===== config.mk =====
export PLATFORM = sky130hd
export DESIGN_NAME = hockey_top
export DESIGN_NICKNAME = d
export VERILOG_FILES = /design/src/hockey_pkg.sv /design/src/puck_if.sv /design/src/puck_tracker.sv /design/src/rally_fsm.sv /design/src/court_display.sv /design/src/hockey_top.sv
export SDC_FILE = /design/constraint.sdc
export NUM_CORES = 1
export LEC_CHECK = 0
export BUFFER_PORTS_ARGS = -buffer_cell sky130_fd_sc_hd__buf_2
export CAP_MARGIN = 25
export CORE_MARGIN = 3
export CORE_UTILIZATION = 51
export DETAILED_ROUTE_END_ITERATION = 7
export PLACE_DENSITY_LB_ADDON = 0.05
export SLEW_MARGIN = 20
export SYNTH_ARGS = -nofsm -noshare
export SYNTH_HDL_FRONTEND = slang
export SYNTH_SLANG_ARGS = --single-unit

===== constraint.sdc =====
create_clock -name clk -period 2.1 [get_ports clk]
set_clock_uncertainty 0.05 [all_clocks]
set_input_delay 0.21 -clock clk [delete_from_list [all_inputs] [get_ports clk]]
set_output_delay 0.21 -clock clk [all_outputs]
set_load 0.02 [all_outputs]

===== src/hockey_pkg.sv =====
`default_nettype none

package hockey_pkg;

    // game phases, one per FSM state
    typedef enum logic [3:0] {
        ST_IDLE,      // waiting for first server pick
        ST_INTRO,     // "0 0" shown before first serve
        ST_SERVE_A,
        ST_SERVE_B,
        ST_TO_B,      // puck travelling A -> B
        ST_TO_A,      // puck travelling B -> A
        ST_RESP_B,    // B must hit
        ST_RESP_A,    // A must hit
        ST_GOAL,
        ST_OVER
    } game_state_e;

    // row motion of the puck
    typedef enum logic [1:0] {
        DIR_STRAIGHT = 2'd0,
        DIR_UP       = 2'd1,
        DIR_DOWN     = 2'd2,
        DIR_RSVD     = 2'd3   // behaves as straight
    } dir_e;

    typedef logic [1:0] score_t;

    // court limits
    localparam logic [2:0] X_MAX = 3'd4;   // last column, B side
    localparam logic [2:0] Y_MAX = 3'd4;   // top row

    localparam score_t WIN_SCORE = 2'd3;

    // phase lengths in clock cycles
    localparam logic [2:0] INTRO_CYCLES = 3'd3;
    localparam logic [2:0] RESP_CYCLES  = 3'd3;
    localparam logic [2:0] GOAL_CYCLES  = 3'd4;

    // seven-segment patterns, active low, abcdefg with g in bit 0
    localparam logic [6:0] SSD_DIGIT [4] = '{
        7'b0000001,   // 0
        7'b1001111,   // 1
        7'b0010010,   // 2
        7'b0000110    // 3
    };

    localparam logic [6:0] SSD_BLANK = 7'b1111111;
    localparam logic [6:0] SSD_DASH  = 7'b1111110;  // g only

    localparam logic [4:0] LED_GAMEOVER = 5'b10101;

endpackage

`default_nettype wire


===== src/puck_if.sv =====
`timescale 1ns/1ps
`default_nettype none

interface puck_if
    import hockey_pkg::*;
();

    // commands from the game FSM
    logic       load;        // place puck, wins over step
    logic       step;        // advance one column
    logic       toward_b;    // heading of a load
    logic [2:0] y_start;
    dir_e       dir_start;

    // current puck position
    logic [2:0] x;
    logic [2:0] y;

    modport ctrl    (output load, step, toward_b, y_start, dir_start, input x, y);
    modport tracker (input load, step, toward_b, y_start, dir_start, output x, y);
    modport view    (input x);

endinterface

`default_nettype wire


===== src/puck_tracker.sv =====
`timescale 1ns/1ps
`default_nettype none

module puck_tracker
    import hockey_pkg::*;
(
    input  logic   clk,
    input  logic   rst,
    puck_if.tracker puck
);

    logic [2:0] col_q;
    logic [2:0] row_q;
    dir_e       dir_q;
    logic       heading_b_q;   // 1 while moving toward B

    logic [2:0] row_d;
    dir_e       dir_d;

    // row bounce: hold at the wall and flip direction
    always_comb begin
        row_d = row_q;
        dir_d = dir_q;
        case (dir_q)
            DIR_UP: begin
                if (row_q >= Y_MAX) begin
                    dir_d = DIR_DOWN;
                end else begin
                    row_d = row_q + 3'd1;
                end
            end
            DIR_DOWN: begin
                if (row_q == 3'd0) begin
                    dir_d = DIR_UP;
                end else begin
                    row_d = row_q - 3'd1;
                end
            end
            default: ;   // straight and reserved keep the row
        endcase
    end

    always_ff @(posedge clk or posedge rst) begin
        if (rst) begin
            col_q       <= 3'd0;
            row_q       <= 3'd0;
            dir_q       <= DIR_STRAIGHT;
            heading_b_q <= 1'b0;
        end else if (puck.load) begin
            col_q       <= puck.toward_b ? 3'd0 : X_MAX;
            row_q       <= puck.y_start;
            dir_q       <= puck.dir_start;
            heading_b_q <= puck.toward_b;
        end else if (puck.step) begin
            if (heading_b_q) begin
                col_q <= col_q + 3'd1;
            end else begin
                col_q <= col_q - 3'd1;
            end
            row_q <= row_d;
            dir_q <= dir_d;
        end
    end

    assign puck.x = col_q;
    assign puck.y = row_q;

endmodule

`default_nettype wire


===== src/rally_fsm.sv =====
`timescale 1ns/1ps
`default_nettype none

module rally_fsm
    import hockey_pkg::*;
(
    input  logic        clk,
    input  logic        rst,
    input  logic        btn_a,
    input  logic        btn_b,
    input  dir_e        dir_a,
    input  dir_e        dir_b,
    input  logic [2:0]  y_a,
    input  logic [2:0]  y_b,
    puck_if.ctrl        puck,
    output game_state_e state,
    output score_t      score_a,
    output score_t      score_b
);

    game_state_e state_q;
    game_state_e state_d;
    logic [2:0]  timer_q;      // shared by intro, response and goal
    score_t      score_a_q;
    score_t      score_b_q;
    logic        serve_a_q;    // next server is A
    logic        scorer_a_q;   // last point went to A

    logic serve_ok_a;
    logic serve_ok_b;
    logic resp_last;
    logic timed;
    logic return_a;            // A hits back
    logic return_b;
    logic point_a;             // A scores this cycle
    logic point_b;
    logic a_side;

    assign serve_ok_a = btn_a && (y_a <= Y_MAX);
    assign serve_ok_b = btn_b && (y_b <= Y_MAX);
    assign resp_last  = (timer_q == RESP_CYCLES - 3'd1);
    assign timed      = state_q inside {ST_INTRO, ST_RESP_B, ST_RESP_A, ST_GOAL};

    // first press in the window decides, no press until the end is a miss
    assign return_b = (state_q == ST_RESP_B) && btn_b && (y_b == puck.y);
    assign return_a = (state_q == ST_RESP_A) && btn_a && (y_a == puck.y);
    assign point_a  = (state_q == ST_RESP_B) && (btn_b ? (y_b != puck.y) : resp_last);
    assign point_b  = (state_q == ST_RESP_A) && (btn_a ? (y_a != puck.y) : resp_last);

    always_comb begin
        state_d = state_q;
        case (state_q)
            ST_IDLE: begin
                if (btn_a != btn_b) begin
                    state_d = ST_INTRO;
                end
            end
            ST_INTRO: begin
                if (timer_q == INTRO_CYCLES - 3'd1) begin
                    state_d = serve_a_q ? ST_SERVE_A : ST_SERVE_B;
                end
            end
            ST_SERVE_A: if (serve_ok_a) state_d = ST_TO_B;
            ST_SERVE_B: if (serve_ok_b) state_d = ST_TO_A;
            ST_TO_B: begin
                if (puck.x == X_MAX - 3'd1) begin   // arrives on this edge
                    state_d = ST_RESP_B;
                end
            end
            ST_TO_A: begin
                if (puck.x == 3'd1) begin
                    state_d = ST_RESP_A;
                end
            end
            ST_RESP_B: begin
                if (return_b) begin
                    state_d = ST_TO_A;
                end else if (point_a) begin
                    state_d = ST_GOAL;
                end
            end
            ST_RESP_A: begin
                if (return_a) begin
                    state_d = ST_TO_B;
                end else if (point_b) begin
                    state_d = ST_GOAL;
                end
            end
            ST_GOAL: begin
                if (timer_q == GOAL_CYCLES - 3'd1) begin
                    if ((scorer_a_q ? score_a_q : score_b_q) == WIN_SCORE) begin
                        state_d = ST_OVER;
                    end else begin
                        state_d = serve_a_q ? ST_SERVE_A : ST_SERVE_B;
                    end
                end
            end
            ST_OVER: ;   // held until reset
            default: state_d = ST_IDLE;
        endcase
    end

    always_ff @(posedge clk or posedge rst) begin
        if (rst) begin
            state_q    <= ST_IDLE;
            timer_q    <= 3'd0;
            score_a_q  <= '0;
            score_b_q  <= '0;
            serve_a_q  <= 1'b1;
            scorer_a_q <= 1'b0;
        end else begin
            state_q <= state_d;
            if (!timed || (state_d != state_q)) begin
                timer_q <= 3'd0;   // restart on every phase change
            end else begin
                timer_q <= timer_q + 3'd1;
            end
            if ((state_q == ST_IDLE) && (btn_a != btn_b)) begin
                serve_a_q <= btn_a;
            end
            if (point_a) begin
                score_a_q  <= score_a_q + 2'd1;
                scorer_a_q <= 1'b1;
                serve_a_q  <= 1'b0;   // B conceded, B serves
            end
            if (point_b) begin
                score_b_q  <= score_b_q + 2'd1;
                scorer_a_q <= 1'b0;
                serve_a_q  <= 1'b1;
            end
        end
    end

    // puck commands straight from state and inputs
    assign a_side         = state_q inside {ST_SERVE_A, ST_RESP_A};
    assign puck.load      = ((state_q == ST_SERVE_A) && serve_ok_a)
                          || ((state_q == ST_SERVE_B) && serve_ok_b)
                          || return_a || return_b;
    assign puck.step      = state_q inside {ST_TO_B, ST_TO_A};
    assign puck.toward_b  = a_side;
    assign puck.y_start   = a_side ? y_a : y_b;     // equals puck row on a hit
    assign puck.dir_start = a_side ? dir_a : dir_b;

    assign state   = state_q;
    assign score_a = score_a_q;
    assign score_b = score_b_q;

endmodule

`default_nettype wire


===== src/court_display.sv =====
`timescale 1ns/1ps
`default_nettype none

module court_display
    import hockey_pkg::*;
(
    input  game_state_e state,
    input  score_t      score_a,
    input  score_t      score_b,
    puck_if.view        puck,
    output logic        led_a,
    output logic        led_b,
    output logic [4:0]  led_x,
    output logic [6:0]  ssd7,
    output logic [6:0]  ssd6,
    output logic [6:0]  ssd5,
    output logic [6:0]  ssd4,
    output logic [6:0]  ssd3,
    output logic [6:0]  ssd2,
    output logic [6:0]  ssd1,
    output logic [6:0]  ssd0
);

    logic [X_MAX:0] puck_onehot;
    logic           show_score;
    logic [6:0]     filler;       // pattern for the six unused digits

    assign puck_onehot = {{X_MAX{1'b0}}, 1'b1} << puck.x;

    always_comb begin
        led_a = 1'b0;
        led_b = 1'b0;
        led_x = '0;
        case (state)
            ST_IDLE: begin
                led_a = 1'b1;
                led_b = 1'b1;
            end
            ST_SERVE_A: led_a = 1'b1;
            ST_SERVE_B: led_b = 1'b1;
            ST_TO_B, ST_TO_A: begin
                led_x = puck_onehot;
            end
            ST_RESP_A: begin
                led_a = 1'b1;
                led_x = puck_onehot;   // puck waiting at column 0
            end
            ST_RESP_B: begin
                led_b = 1'b1;
                led_x = puck_onehot;
            end
            ST_INTRO, ST_GOAL: begin
                led_x = '1;
            end
            ST_OVER: led_x = LED_GAMEOVER;
            default: ;
        endcase
    end

    // scores only on intro, goal and game over screens
    assign show_score = state inside {ST_INTRO, ST_GOAL, ST_OVER};
    assign filler     = show_score ? SSD_DASH : SSD_BLANK;

    assign ssd7 = filler;
    assign ssd6 = filler;
    assign ssd5 = filler;
    assign ssd4 = show_score ? SSD_DIGIT[score_a] : SSD_BLANK;   // player A
    assign ssd3 = filler;
    assign ssd2 = filler;
    assign ssd1 = filler;
    assign ssd0 = show_score ? SSD_DIGIT[score_b] : SSD_BLANK;   // player B

endmodule

`default_nettype wire


===== src/hockey_top.sv =====
`timescale 1ns/1ps
`default_nettype none

module hockey_top
    import hockey_pkg::*;
(
    input  logic       clk,
    input  logic       rst,
    input  logic       btn_a,
    input  logic       btn_b,
    input  logic [1:0] dir_a,
    input  logic [1:0] dir_b,
    input  logic [2:0] y_a,
    input  logic [2:0] y_b,
    output logic       led_a,
    output logic       led_b,
    output logic [4:0] led_x,
    output logic [6:0] ssd7,
    output logic [6:0] ssd6,
    output logic [6:0] ssd5,
    output logic [6:0] ssd4,
    output logic [6:0] ssd3,
    output logic [6:0] ssd2,
    output logic [6:0] ssd1,
    output logic [6:0] ssd0
);

    game_state_e state;
    score_t      score_a;
    score_t      score_b;

    puck_if puck_bus ();

    puck_tracker u_tracker (
        .clk  (clk),
        .rst  (rst),
        .puck (puck_bus.tracker)
    );

    rally_fsm u_fsm (
        .clk     (clk),
        .rst     (rst),
        .btn_a   (btn_a),
        .btn_b   (btn_b),
        .dir_a   (dir_e'(dir_a)),
        .dir_b   (dir_e'(dir_b)),
        .y_a     (y_a),
        .y_b     (y_b),
        .puck    (puck_bus.ctrl),
        .state   (state),
        .score_a (score_a),
        .score_b (score_b)
    );

    court_display u_display (
        .state   (state),
        .score_a (score_a),
        .score_b (score_b),
        .puck    (puck_bus.view),
        .led_a   (led_a),
        .led_b   (led_b),
        .led_x   (led_x),
        .ssd7    (ssd7),
        .ssd6    (ssd6),
        .ssd5    (ssd5),
        .ssd4    (ssd4),
        .ssd3    (ssd3),
        .ssd2    (ssd2),
        .ssd1    (ssd1),
        .ssd0    (ssd0)
    );

endmodule

`default_nettype wire


After elaboration in Yosys (flattened, before gate mapping)
Index checks and enable logic that the tools add are counted.
{"block": "op_classes", "n_reduce_logical": 32, "shifts": 1, "bitwise_logic": 2, "order_cmp": 5, "n_mux": 51, "eq_ne": 26, "add_sub_neg": 7}
{"cell": "2-to-1 mux 4 bit", "count": 12}
{"cell": "2-to-1 mux 7 bit", "count": 6}
{"cell": "case mux 4 bit (10 select lines)", "count": 1}
{"cell": "2-to-1 mux 3 bit", "count": 10}
{"cell": "binary-select mux 7 bit (select 2 bit)", "count": 2}
{"cell": "== test 4 x 3 -> 1 bit (second input constant)", "count": 4}
{"cell": "case mux 5 bit (3 select lines)", "count": 1}
{"cell": "2-to-1 mux 2 bit", "count": 6}
{"cell": "logical AND 1 bit", "count": 11}
{"cell": "2-to-1 mux 1 bit", "count": 11}
{"cell": "adder 3 x 1 -> 3 bit (second input constant)", "count": 3}
{"cell": "== test 3 x 2 -> 1 bit (second input constant)", "count": 3}
{"cell": "greater-or-equal comparator 3 bit (second input constant)", "count": 3}
{"cell": "nonzero test 3 bit", "count": 3}
{"cell": "== test 4 x 2 -> 1 bit (second input constant)", "count": 2}
{"cell": "== test 4 bit (second input constant)", "count": 2}
{"cell": "AND reduction 4 bit", "count": 2}
{"cell": "nonzero test 2 bit", "count": 4}
{"cell": "== test 3 bit", "count": 2}
{"cell": "<= comparator 3 bit (second input constant)", "count": 2}
{"cell": "inequality test 3 x 2 -> 1 bit (second input constant)", "count": 2}
{"cell": "inequality test 3 bit", "count": 2}
{"cell": "inequality test 3 bit (second input constant)", "count": 2}
{"cell": "NOT 2 -> 3 bit", "count": 2}
{"cell": "19 further kinds", "count": 26}
{"block": "totals", "out_inout_bits": 63, "inputBits": 14, "elab_cells": 134, "regBits": 22}

Longest topological paths before layout
Gate-level depths: netlist of the first run.
{"block": "depth", "depth_word": 9, "mapped_depth": 8, "mapped_depth_nobuf": 8}

Modules after synthesis
From an unflattened synthesis of the first run, not the netlist that was laid out.
{"block": "hier_totals", "hier_cells": 284, "area_unflattened_um2": 2339.7}
{"module": "rally_fsm", "cells_per_inst": 126, "n_inst": 1, "seq_area_each_um2": 326.6, "area_each_um2": 1062.3}
{"module": "puck_tracker", "cells_per_inst": 72, "n_inst": 1, "seq_area_each_um2": 225.2, "area_each_um2": 676.9}
{"module": "court_display", "cells_per_inst": 86, "n_inst": 1, "seq_area_each_um2": 0.0, "area_each_um2": 600.6}

Least setup slack after synthesis of the first run
OpenSTA, ideal clock, no wires.
{"block": "synth_path", "path_kind": "register to output", "from": "register u_fsm.state_q[1] (netlist: u_fsm.state[1])", "to": "output led_x[4]", "stages_incl_launch_ff": 7, "required_time_ns": 1.840, "arrival_time_ns": 1.744, "path_slack_ns": 0.096, "path_buffers": 2, "path_cell_list": "dfrtp_1 -> buf_2 -> or2_2 -> clkbuf_1 -> nor2_1 -> inv_1 -> o21ai_0"}
{"block": "synth_between", "elab_chain_cells": 3, "elab_cells_between_ends": 10, "cone_classes": "eq/ne (7); mux (1); reduce/logical (2)"}
{"element": "from (decl)", "line_no": "rally_fsm.sv:21", "source": "game_state_e state_q;"}
{"element": "from (signal assigned)", "line_no": "rally_fsm.sv:112", "source": "state_q <= state_d;"}
{"element": "== test 4 x 3 -> 1 bit, or another cell as far along", "line_no": "court_display.sv:34", "source": "case (state)"}
{"element": "OR reduction 4 bit (no line) / OR reduction 2 bit (equally long branches)"}
{"element": "case mux 5 bit (3 select lines) (*)", "line_no": "court_display.sv:34"}
{"element": "to (decl)", "line_no": "hockey_top.sv:17", "source": "output logic [4:0] led_x,"}
Every way passes the cells marked *; elsewhere a longest branch is shown, timed or not.

Worst setup path after layout of the first run
{"block": "layout_path", "from": "register u_fsm.state_q[0] (netlist: u_fsm.state[0])", "to": "register u_fsm.timer_q[0]"}
{"block": "layout_between", "elab_chain_cells": 8, "elab_cells_between_ends": 33, "cone_classes": "eq/ne (10); mux (13); reduce/logical (10)"}
{"element": "== test 4 x 3 -> 1 bit (on tied branches)"}
{"element": "logical AND 1 bit (on tied branches)"}
{"element": "2-to-1 mux 4 bit, or another cell as far along", "line_no": "rally_fsm.sv:85", "source": "end else if (point_b) begin"}
{"element": "2-to-1 mux 4 bit (on tied branches)", "line_no": "rally_fsm.sv:83, rally_fsm.sv:76"}
{"element": "case mux 4 bit (10 select lines)", "line_no": "rally_fsm.sv:52", "source": "case (state_q)"}
{"element": "inequality test 4 bit", "line_no": "rally_fsm.sv:113", "source": "if (!timed || (state_d != state_q)) begin"}
{"element": "logical OR 1 bit (*)", "line_no": "rally_fsm.sv:113"}
{"element": "2-to-1 mux 3 bit (*)", "line_no": "rally_fsm.sv:113"}
{"element": "to (signal assigned)", "line_no": "rally_fsm.sv:116", "source": "timer_q <= timer_q + 3'd1;"}
{"element": "to (decl)", "line_no": "rally_fsm.sv:23", "source": "logic [2:0] timer_q;"}
Marks and branches as above.
A chain may end at the register's enable or synchronous reset.

==> run_results.csv, run 1 <==
group,metric,value,unit
run_status,status,"completed",
logic_synthesis,ys_seq_area_frac,0.244,
drt,wirelength,4710,microns
global_routing,grt_pass1_vias,1541,
sta,worst_pin_slew,0.531,ns
critical_path,critPathKind,"reg -> reg",
power_and_ir_drop,p_total,4.15,mW
sta,timing.fmax,494,MHz
logic_synthesis,synth_edf_count,0,
die,rows,23,
placed_design,portBuffers,40,
cts,cts_tree,"yes",
finish,final.fill_count,413,
power_and_ir_drop,power.density,1650,mW/mm^2
critical_path,cp-end-kind,"flop",
power_and_ir_drop,leakagePower,1.31,nW
critical_path,cp-start-kind,"flop",
worst_hold_path,holdPathStages,3,
logic_synthesis,syn_area,0.00226,sq mm
critical_path,rrSetupSlack,0.08,ns
cts,clock_path_buffers,2,
critical_path,cp_cell_sequence,"nor4_1, a32oi_1, o31ai_2, o21ai_0, a211oi_1",
logic_synthesis,ys_ff_latch,22,
worst_hold_path,hold_class,"in -> reg",
logic_synthesis,netlist_instances,266,
finish,multi_input_area,0.00139,sq mm
placed_design,post_dp_cell_area,0.00237,sq mm
cts,clk_latency,0.26,ns
finish,final_area,0.00251,sq mm
critical_path,crit_path_top_delay_cell,"dfrtp_1",
finish,layout.nets,347,
global_routing,overflow,0,
sta,period_minus_slack,2.02,ns
sta,holdWs,0.192,ns
logic_synthesis,ys.flop_type,"dfrtp_1",
cts,cts-buffers-inserted,3,
sta,hold_viol,0,
drt,drtAntennaViolNets,0,
logic_synthesis,synth.distinct_cells,54,
sta,period_share,0.964,
finish,regArea,556,sq um
finish,drive_gt1_frac,0.258,
die,dieArea,0.00526,sq mm
critical_path,cp.arrival,2.15,ns
die,io_pins,77,
sta,slew_headroom,0.643,
global_routing,antenna_found_initial,0,
die,dieHeight,72.5,microns
die,fp.coreArea,0.00414,sq mm
finish,area.growth.synth_to_final,11.3,%
global_routing,grt_usage,0.179,
sta,slew_violations,0,
cts,cts_max_level,1,
sta,fin_setup_tns,0,ns
sta,setup_viol,0,
cts,clk_pin_slew,0.08,ns
power_and_ir_drop,ir_drop,0.000704,V
drt,route.detailed.drc,0,
drt,drtIter0Drc,60,
drt,via_count,1836,
logic_synthesis,synthArstFlopShare,1.00,
cts,cts.sinks,22,
job,cap_violations,0,
drt,first_pass_iters,4,
finish,diodes,0,
logic_synthesis,avgSynthCellArea,8.49,sq um
critical_path,crit_fanout,15,
cts,root_buffer,"clkbuf_8",
placed_design,dpl.hpwl,3590,microns
drt,viasPerCell,5.04,
sta,rsz0062_at_grt,"true",
global_routing,grt_first_pass_wirelength,7510,microns
critical_path,required,2.22,ns
placed_design,place_congestion,0.866,
logic_synthesis,yosysWarnings,0,
critical_path,slowest_delay,0.57,ns
critical_path,ff2ff_path_depth,5,
die,start_util,0.545,
die,dieWidth,72.5,microns
finish,final_util,0.607,
drt,detail_route.wl_per_cell,12.9,microns
global_routing,grt_max_degree,23,
-- worst max-delay path, delay by kind of cell, from the launching register on --
kind | cells | cell delay (ns)
AND/OR/NAND/NOR | 1 | 0.54
flip-flops | 1 | 0.57
AO/OA/AOI/OAI | 4 | 0.78
-- metrics by stage --
step,worst slack (ns),instances
after detailed placement,0.115,351
after global routing,-0.0504,364
after global placement,0.146,351
after CTS,0.0683,356
final,0.0760,364
after floorplan,0.0963,301
-- cells by family after synthesis --
group | Yosys count | share of synthesized area
buffers and inverters | 73 | 0.202
and+or+nand+nor | 82 | 0.203
DFF | 22 | 0.244
other | 1 | 0.00166
adders and majority gates | 18 | 0.103
AOI/OAI and AO/OA | 41 | 0.126
xor gates and xnor gates | 16 | 0.0621
muxes | 13 | 0.0582
-- cell usage in the layout, fill, tap and decap left out, types with 2 or more instances in the layout --
| cell | count |
|---|---|
| nor2b_1 | 7 |
| a41o_1 | 2 |
| inv_1 | 19 |
| conb_1 | 36 |
| ha_1 | 16 |
| dfrtp_2 | 3 |
| clkbuf_8 | 4 |
| nand4_1 | 2 |
| and4_1 | 2 |
| and3b_1 | 2 |
| mux2i_1 | 12 |
| o21bai_1 | 2 |
| xor2_1 | 2 |
| xnor2_1 | 14 |
| o21ai_0 | 11 |
| a21oi_1 | 7 |
| nor3_1 | 2 |
| o211ai_1 | 2 |
| nand3b_1 | 2 |
| nand2_1 | 29 |
| buf_2 | 40 |
| nor2_1 | 14 |
| and2_1 | 2 |
| a22oi_1 | 2 |
| a211oi_1 | 4 |
| nand3_1 | 4 |
| or3_1 | 4 |
| a32oi_1 | 2 |
| dfrtp_1 | 18 |
| buf_4 | 22 |
-- timing repair --
item | 4_1_cts | 5_1_grt
setup buffers | 0 | 8
endpoints found under the setup margin | 3 | 8
hold buffers | 1 | 0
pin swaps | 0 | 1
endpoints found under the hold margin | 21 | 0
gates resized for setup | 2 | 4
-- flip-flops by register name, summed over array words and instances, names as in the netlist --
register,cells
u_fsm.serve_a_q,1
u_fsm.score_b,2
u_tracker.puck.y,3
u_fsm.score_a,2
u_fsm.state,4
u_tracker.heading_b_q,1
u_tracker.puck.x,3
u_fsm.scorer_a_q,1
u_tracker.dir_q,2
u_fsm.timer_q,3
-- Yosys cell counts, types with 4 or more instances --
cell type / count / area share
buf_4: 47 / 0.16
nand2_1: 29 / 0.048
dfrtp_1: 21 / 0.23
inv_1: 19 / 0.032
ha_1: 17 / 0.094
nor2_1: 14 / 0.023
xnor2_1: 14 / 0.054
mux2i_1: 12 / 0.053
o21ai_0: 11 / 0.024
a21oi_1: 7 / 0.016
nor2b_1: 7 / 0.019
buf_2: 5 / 0.011
a211oi_1: 4 / 0.013
nand3_1: 4 / 0.0089
or3_1: 4 / 0.011
-- final timing paths --
path                                        from                 end
max in group asynchronous                    rst     u_fsm.serve_a_q
worst min-delay path                    dir_a[1]  u_tracker.dir_q[1]
worst max-delay path              u_fsm.state[0]    u_fsm.timer_q[0]
worst min register to register  u_fsm.timer_q[0]    u_fsm.timer_q[0]
min in group asynchronous                    rst    u_fsm.scorer_a_q
worst max register to register    u_fsm.state[0]    u_fsm.timer_q[0]
-- report_power, final --
| part | total (mW) | switching, mW | internal [mW] |
|---|---|---|---|
| Sequential | 0.898 | 0.281 | 0.616 |
| Clock | 0.307 | 0.139 | 0.167 |
| Combinational | 2.94 | 1.72 | 1.22 |
-- routing by layer --
layer,part of all wire,track usage
met4,0.0072,0.0430
met3,0.083,0.0180
met5,0,0
met1,0.47,0.280
met2,0.44,0.264
-- final cells by class --
cell class | instances | share of cell area
multi-input cells | 206 | 0.555
inverters | 19 | 0.0284
well taps | 50 | 0.0249
repair buffers | 63 | 0.149
clock buffers | 4 | 0.0219
flip-flops and latches | 22 | 0.221
Power figures use the tool's default switching activity.
==> run 2, diff against run 1 <==
--- a/config.mk
+++ b/config.mk
@@ -7,6 +7,7 @@
 export LEC_CHECK = 0
 export BUFFER_PORTS_ARGS = -buffer_cell sky130_fd_sc_hd__buf_2
 export CAP_MARGIN = 25
+export CORE_ASPECT_RATIO = 1.5
 export CORE_MARGIN = 3
 export CORE_UTILIZATION = 51
 export DETAILED_ROUTE_END_ITERATION = 7
==> run 2 against run 1 <==
Clock-buffer cell count stayed put; hold slack worse by 0.026 ns; maximum frequency is 1.1% higher; die area is 0.31% higher; flip-flop and latch count stayed put; register-to-register slack better by 0.06 ns; combinational power is 2% lower; final cell count is 3.3% lower; final area is 2.1% lower; utilization is 2.7 points lower; critical endpoint is now led_a; largest power group unchanged.
==> run_results.csv, run 2 (synthesis gave the netlist of run 1 again) <==
group,metric,value,unit
run_status,status,"completed",
critical_path,ff2ff_path_depth,7,
power_and_ir_drop,p_int,1.93,mW
die,dieHeight,87.5,microns
critical_path,cp.arrival,1.74,ns
drt,route.detailed.drc,0,
placed_design,placed_cells,347,
critical_path,cp_cell_sequence,"buf_4, xnor2_1, nand3_4, nand2_1, buf_2",
power_and_ir_drop,ir_drop,0.00124,V
critical_path,crit_fanout,14,
die,dieArea,0.00528,sq mm
power_and_ir_drop,comb_power_share,0.704,
worst_hold_path,hold_start,"dir_a[0]",
cts,clk_pin_slew,0.08,ns
power_and_ir_drop,p_seq_frac,0.218,
power_and_ir_drop,clock_power_share,0.078,
cts,root_buffer,"clkbuf_8",
sta,period_minus_slack,2.00,ns
drt,drtAntennaViolNets,0,
finish,final_cells,352,
job,cap_violations,0,
die,io_pins,77,
finish,final.fill_count,423,
power_and_ir_drop,p_sw_frac,0.529,
worst_hold_path,hold_class,"in -> reg",
power_and_ir_drop,leakagePower,1.27,nW
sta,setup_viol,0,
placed_design,place_congestion,0.890,
finish,final_cell_mix,"buf_2, conb_1, nand2_1, dfrtp_1",
placed_design,dpl.hpwl,3880,microns
finish,layout.nets,339,
drt,viasPerCell,5.11,
sta,fin_setup_tns,0,ns
global_routing,overflow,0,
sta,slew_violations,0,
power_and_ir_drop,p_sw,2.16,mW
cts,cts_tree,"yes",
cts,clk_latency,0.27,ns
finish,largest_register_ffs,4,
critical_path,slowest_delay,0.47,ns
finish,layout_commonest_cell,"buf_2",
power_and_ir_drop,power.density,1660,mW/mm^2
finish,area.growth.synth_to_final,8.92,%
drt,detail_route.wl_per_cell,14.0,microns
cts,cts_max_level,1,
die,rows,29,
global_routing,antenna_found_initial,0,
sta,period_share,0.954,
drt,first_pass_iters,4,
drt,wirelength,4930,microns
critical_path,rrSetupSlack,0.14,ns
die,start_util,0.532,
finish,diodes,0,
critical_path,required,1.84,ns
finish,drive_gt1_frac,0.239,
global_routing,grt_pass1_vias,1728,
critical_path,crit_path_top_delay_cell,"dfrtp_1",
drt,via_count,1798,
critical_path,r2r_end,"u_fsm.timer_q[1]",
placed_design,dp_slack,0.141,ns
global_routing,grt_first_pass_wirelength,7950,microns
worst_hold_path,worstHoldEndpoint,"u_tracker.dir_q[0]",
cts,cts.sinks,22,
sta,setup_ws,0.0974,ns
global_routing,grt_max_degree,23,
critical_path,cp-end-kind,"output port",
placed_design,portBuffers,40,
die,dieWidth,60.3,microns
critical_path,r2r_start,"u_fsm.timer_q[0]",
die,fp.coreArea,0.00425,sq mm
global_routing,grt_usage,0.199,
cts,clock_path_buffers,2,
critical_path,cp-start-kind,"flop",
sta,hold_viol,0,
worst_hold_path,holdPathStages,3,
cts,cts-buffers-inserted,3,
critical_path,critPathKind,"reg -> out",
drt,drtIter0Drc,48,
sta,timing.fmax,499,MHz
cts,post_cts_buffers,0,
sta,rsz0062_at_grt,"false",
run 2: routing by layer:
metal / vias up / part of all wire / global-route usage
met5: - / 0 / 0
met4: 0 / 0.029 / 0.111
met3: 11 / 0.041 / 0.0193
met2: 49 / 0.56 / 0.362
met1: 833 / 0.37 / 0.216
li1: 905 / - / -
run 2: worst max-delay path, delay by kind of cell, from the launching register on:
kind | cells | cell delay (ns)
AND/OR/NAND/NOR | 2 | 0.31
buffers and inverters | 2 | 0.39
flip-flops | 1 | 0.47
XOR/XNOR | 1 | 0.30
run 2: worst max path at each step:
stage | startpoint | end | slack [ns]
2_1_floorplan | u_fsm.state[1] | led_x[4] | 0.1
3_3_place_gp | u_tracker.dir_q[0] | u_tracker.puck.y[2] | 0.14
3_5_place_dp | u_tracker.dir_q[0] | u_tracker.puck.y[2] | 0.14
4_1_cts | u_fsm.state[3] | led_a | 0.04
5_1_grt | u_fsm.state[3] | led_x[2] | 0.007
6_report | u_fsm.state[2] | led_a | 0.1
run 2: power groups by stage:
stage          logic (mW)  clock network (mW)  registers, mW
2_1_floorplan        2.38                   0          0.756
3_3_place_gp         2.83                   0          0.888
6_report             2.88               0.320          0.889
3_5_place_dp         2.84                   0          0.888
4_1_cts              2.87               0.333          0.885
5_1_grt              3.19               0.350          0.927
run 2: final cells by class:
cell class | count | area (sq um) | area share
Multi-Input combinational cell | 206 | 1400 | 0.571
Sequential cell | 22 | 553 | 0.225
Timing Repair Buffer | 55 | 315 | 0.128
Clock buffer | 4 | 55.1 | 0.0224
Tap cell | 46 | 57.6 | 0.0234
Inverter | 19 | 75.1 | 0.0305
run 2: metrics by stage:
step	hold slack (ns)	util	power, mW	area, sq um
finish	0.166	0.579	4.09	2460
global route	0.195	0.579	4.47	2460
CTS	0.167	0.575	4.09	2440
detailed placement	0.221	0.558	3.73	2370
global placement	0.214	0.558	3.72	2370
floorplan	0.148	-	3.14	2390
run 2: repair_timing:
action,in CTS,in global routing
pin swaps,0,0
hold buffers,1,0
gates resized for setup,2,5
hold endpoints to repair,21,0
setup endpoints to repair,12,15
==> run 3, diff against run 2 <==
--- a/config.mk
+++ b/config.mk
@@ -9,7 +9,7 @@
 export CAP_MARGIN = 25
 export CORE_ASPECT_RATIO = 1.5
 export CORE_MARGIN = 3
-export CORE_UTILIZATION = 51
+export CORE_UTILIZATION = 46
 export DETAILED_ROUTE_END_ITERATION = 7
 export PLACE_DENSITY_LB_ADDON = 0.05
 export SLEW_MARGIN = 20
==> constraint.sdc (replaced) <==
create_clock -name clk -period 1.8 [get_ports clk]
set_clock_uncertainty 0.05 [all_clocks]
set_input_delay 0.18 -clock clk [delete_from_list [all_inputs] [get_ports clk]]
set_output_delay 0.18 -clock clk [all_outputs]
set_load 0.02 [all_outputs]
==> run 3 against run 2 <==
The run now ends with setup timing left; combinational power grew 92%; via count is 14% higher; global-route usage fell by 0.78 points; routed wire length rose by 20%; clock power is 50% higher; sequential power rose by 12%; die area up 9.9%; final area rose by 32%; first-iteration DRC count increased by 31%; non-clock buffer count increased by 41.
==> run_results.csv, run 3 (synthesis gave the netlist of run 1 again) <==
group,metric,value,unit
run_status,status,"finished with violations",
run_status,violations,"setup timing",
finish,layout.nets,381,
finish,final_util,0.705,
drt,route.detailed.drc,0,
global_routing,grt_usage,0.191,
sta,rsz0062_at_grt,"true",
placed_design,place_congestion,0.877,
die,rows,30,
drt,detail_route.wl_per_cell,14.3,microns
sta,hold_viol,0,
placed_design,portBuffers,40,
cts,root_buffer,"clkbuf_8",
power_and_ir_drop,comb_power_share,0.789,
cts,clock_path_buffers,2,
finish,diodes,0,
power_and_ir_drop,ir_drop,0.00101,V
drt,highest_layer,"met4",
power_and_ir_drop,leakagePower,1.62,nW
drt,first_pass_iters,4,
die,dieHeight,91.8,microns
global_routing,grt_pass1_vias,1922,
finish,final_cells,412,
critical_path,crit_fanout,3,
finish,drive_gt1_frac,0.454,
critical_path,cp.arrival,2.03,ns
cts,cts_tree,"yes",
cts,cts.sinks,22,
power_and_ir_drop,p_seq_frac,0.143,
finish,largest_register_ffs,4,
sta,slew_violations,0,
critical_path,critPathKind,"reg -> reg",
power_and_ir_drop,p_sw,3.19,mW
global_routing,antenna_found_initial,0,
drt,drtAntennaViolNets,0,
sta,period_share,1.05,
drt,drt-met1-wl,2150,microns
critical_path,required,1.94,ns
finish,layout_commonest_cell,"buf_4",
critical_path,r2r_start,"u_fsm.timer_q[0]",
power_and_ir_drop,p_total,6.99,mW
finish,final_cell_mix,"buf_4, buf_6, conb_1, nand2_1, ha_1",
worst_hold_path,hold_start,"dir_b[0]",
power_and_ir_drop,p_int,3.80,mW
die,dieArea,0.00580,sq mm
power_and_ir_drop,power.density,2150,mW/mm^2
die,start_util,0.489,
drt,route.met2.wl,3450,microns
job,cap_violations,0,
finish,final.fill_count,374,
global_routing,grt_first_pass_wirelength,8910,microns
global_routing,overflow,0,
placed_design,post_dp_cell_area,0.00249,sq mm
cts,clk_latency,0.27,ns
sta,holdWs,0.145,ns
critical_path,cp-end-kind,"flop",
cts,clk_pin_slew,0.09,ns
sta,timing.fmax,530,MHz
sta,setup_viol,19,
die,dieWidth,63.2,microns
critical_path,cp-start-kind,"flop",
finish,area.growth.synth_to_final,44.2,%
drt,via_count,2051,
placed_design,dp_slack,-0.156,ns
power_and_ir_drop,clock_power_share,0.069,
sta,period_minus_slack,1.89,ns
critical_path,crit_path_start,"u_fsm.timer_q[0]",
die,io_pins,77,
power_and_ir_drop,p_sw_frac,0.457,
sta,fin_setup_tns,-0.969,ns
placed_design,dpl.hpwl,4010,microns
finish,final_area,0.00326,sq mm
global_routing,grt_max_degree,23,
drt,wl_met3,176,microns
placed_design,placed_cells,377,
drt,wirelength,5890,microns
drt,viasPerCell,4.98,
die,fp.coreArea,0.00462,sq mm
cts,cts-buffers-inserted,3,
worst_hold_path,hold_class,"in -> reg",
cts,cts_max_level,1,
sta,setup_ws,-0.0867,ns
drt,drtIter0Drc,63,
==> run 3: changes by cell type in the layout (fill, tap and decap cells not counted), sizes merged <==
cell | previous run | this run
buf | 54 | 95
bufinv | 0 | 1
clkbuf | 4 | 3
clkinvlp | 1 | 2
==> run 3: layout make-up <==
type	count	area, sq um	share of cell area
clock buffer	3	41.3	0.0127
multi-input combinational	206	1620	0.496
tap	64	80.1	0.0246
timing repair buffer	96	841	0.258
timing repair inverter	1	7.51	0.00231
sequential	22	562	0.172
inverter	19	80.1	0.0246
clock inverter	1	30.0	0.00922
==> run 3: power by group through the flow <==
stage          logic, mW  registers (mW)  clock network (mW)
2_1_floorplan       2.81           0.884                   0
3_3_place_gp        3.54            1.01                   0
3_5_place_dp        3.56            1.01                   0
4_1_cts             4.24           0.985               0.496
5_1_grt             5.94            1.03               0.506
6_report            5.52           0.997               0.479
==> run 3: path summary, 6_finish.rpt <==
check	to	slack, ns	depth (start not counted)
worst max-delay path	u_fsm.timer_q[2]	-0.09	7
worst min-delay path	u_tracker.dir_q[0]	0.14	3
worst max register to register	u_fsm.timer_q[2]	-0.09	7
worst min register to register	u_fsm.timer_q[1]	0.52	2
max in group asynchronous	u_fsm.serve_a_q	0.98	4
min in group asynchronous	u_tracker.puck.y[1]	0.43	4
==> run 3: what timing repair did <==
| action | 4_1_cts | 5_1_grt |
|---|---|---|
| cloned | 0 | 1 |
| hold endpoints to repair | 21 | 0 |
| hold buffers | 1 | 0 |
| gates resized for setup | 38 | 87 |
| pin swaps | 4 | 21 |
| buffers inserted | 14 | 15 |
| endpoints found under the setup margin | 32 | 44 |
==> run 3: critical path, cell delays in order, from the launching register on <==
cell and delay [ns]:
dfrtp_1 0.41, inv_1 0.06, ha_1 0.17, nand3b_1 0.10
a32oi_2 0.27, o31ai_4 0.13, or3b_4 0.42, a211oi_2 0.20
==> run 3: metal layers <==
layer | vias to the layer above | GRT usage
li1 | 986 | -
met1 | 1000 | 0.198
met2 | 55 | 0.382
met3 | 10 | 0.0110
met4 | 0 | 0.0847
met5 | - | 0
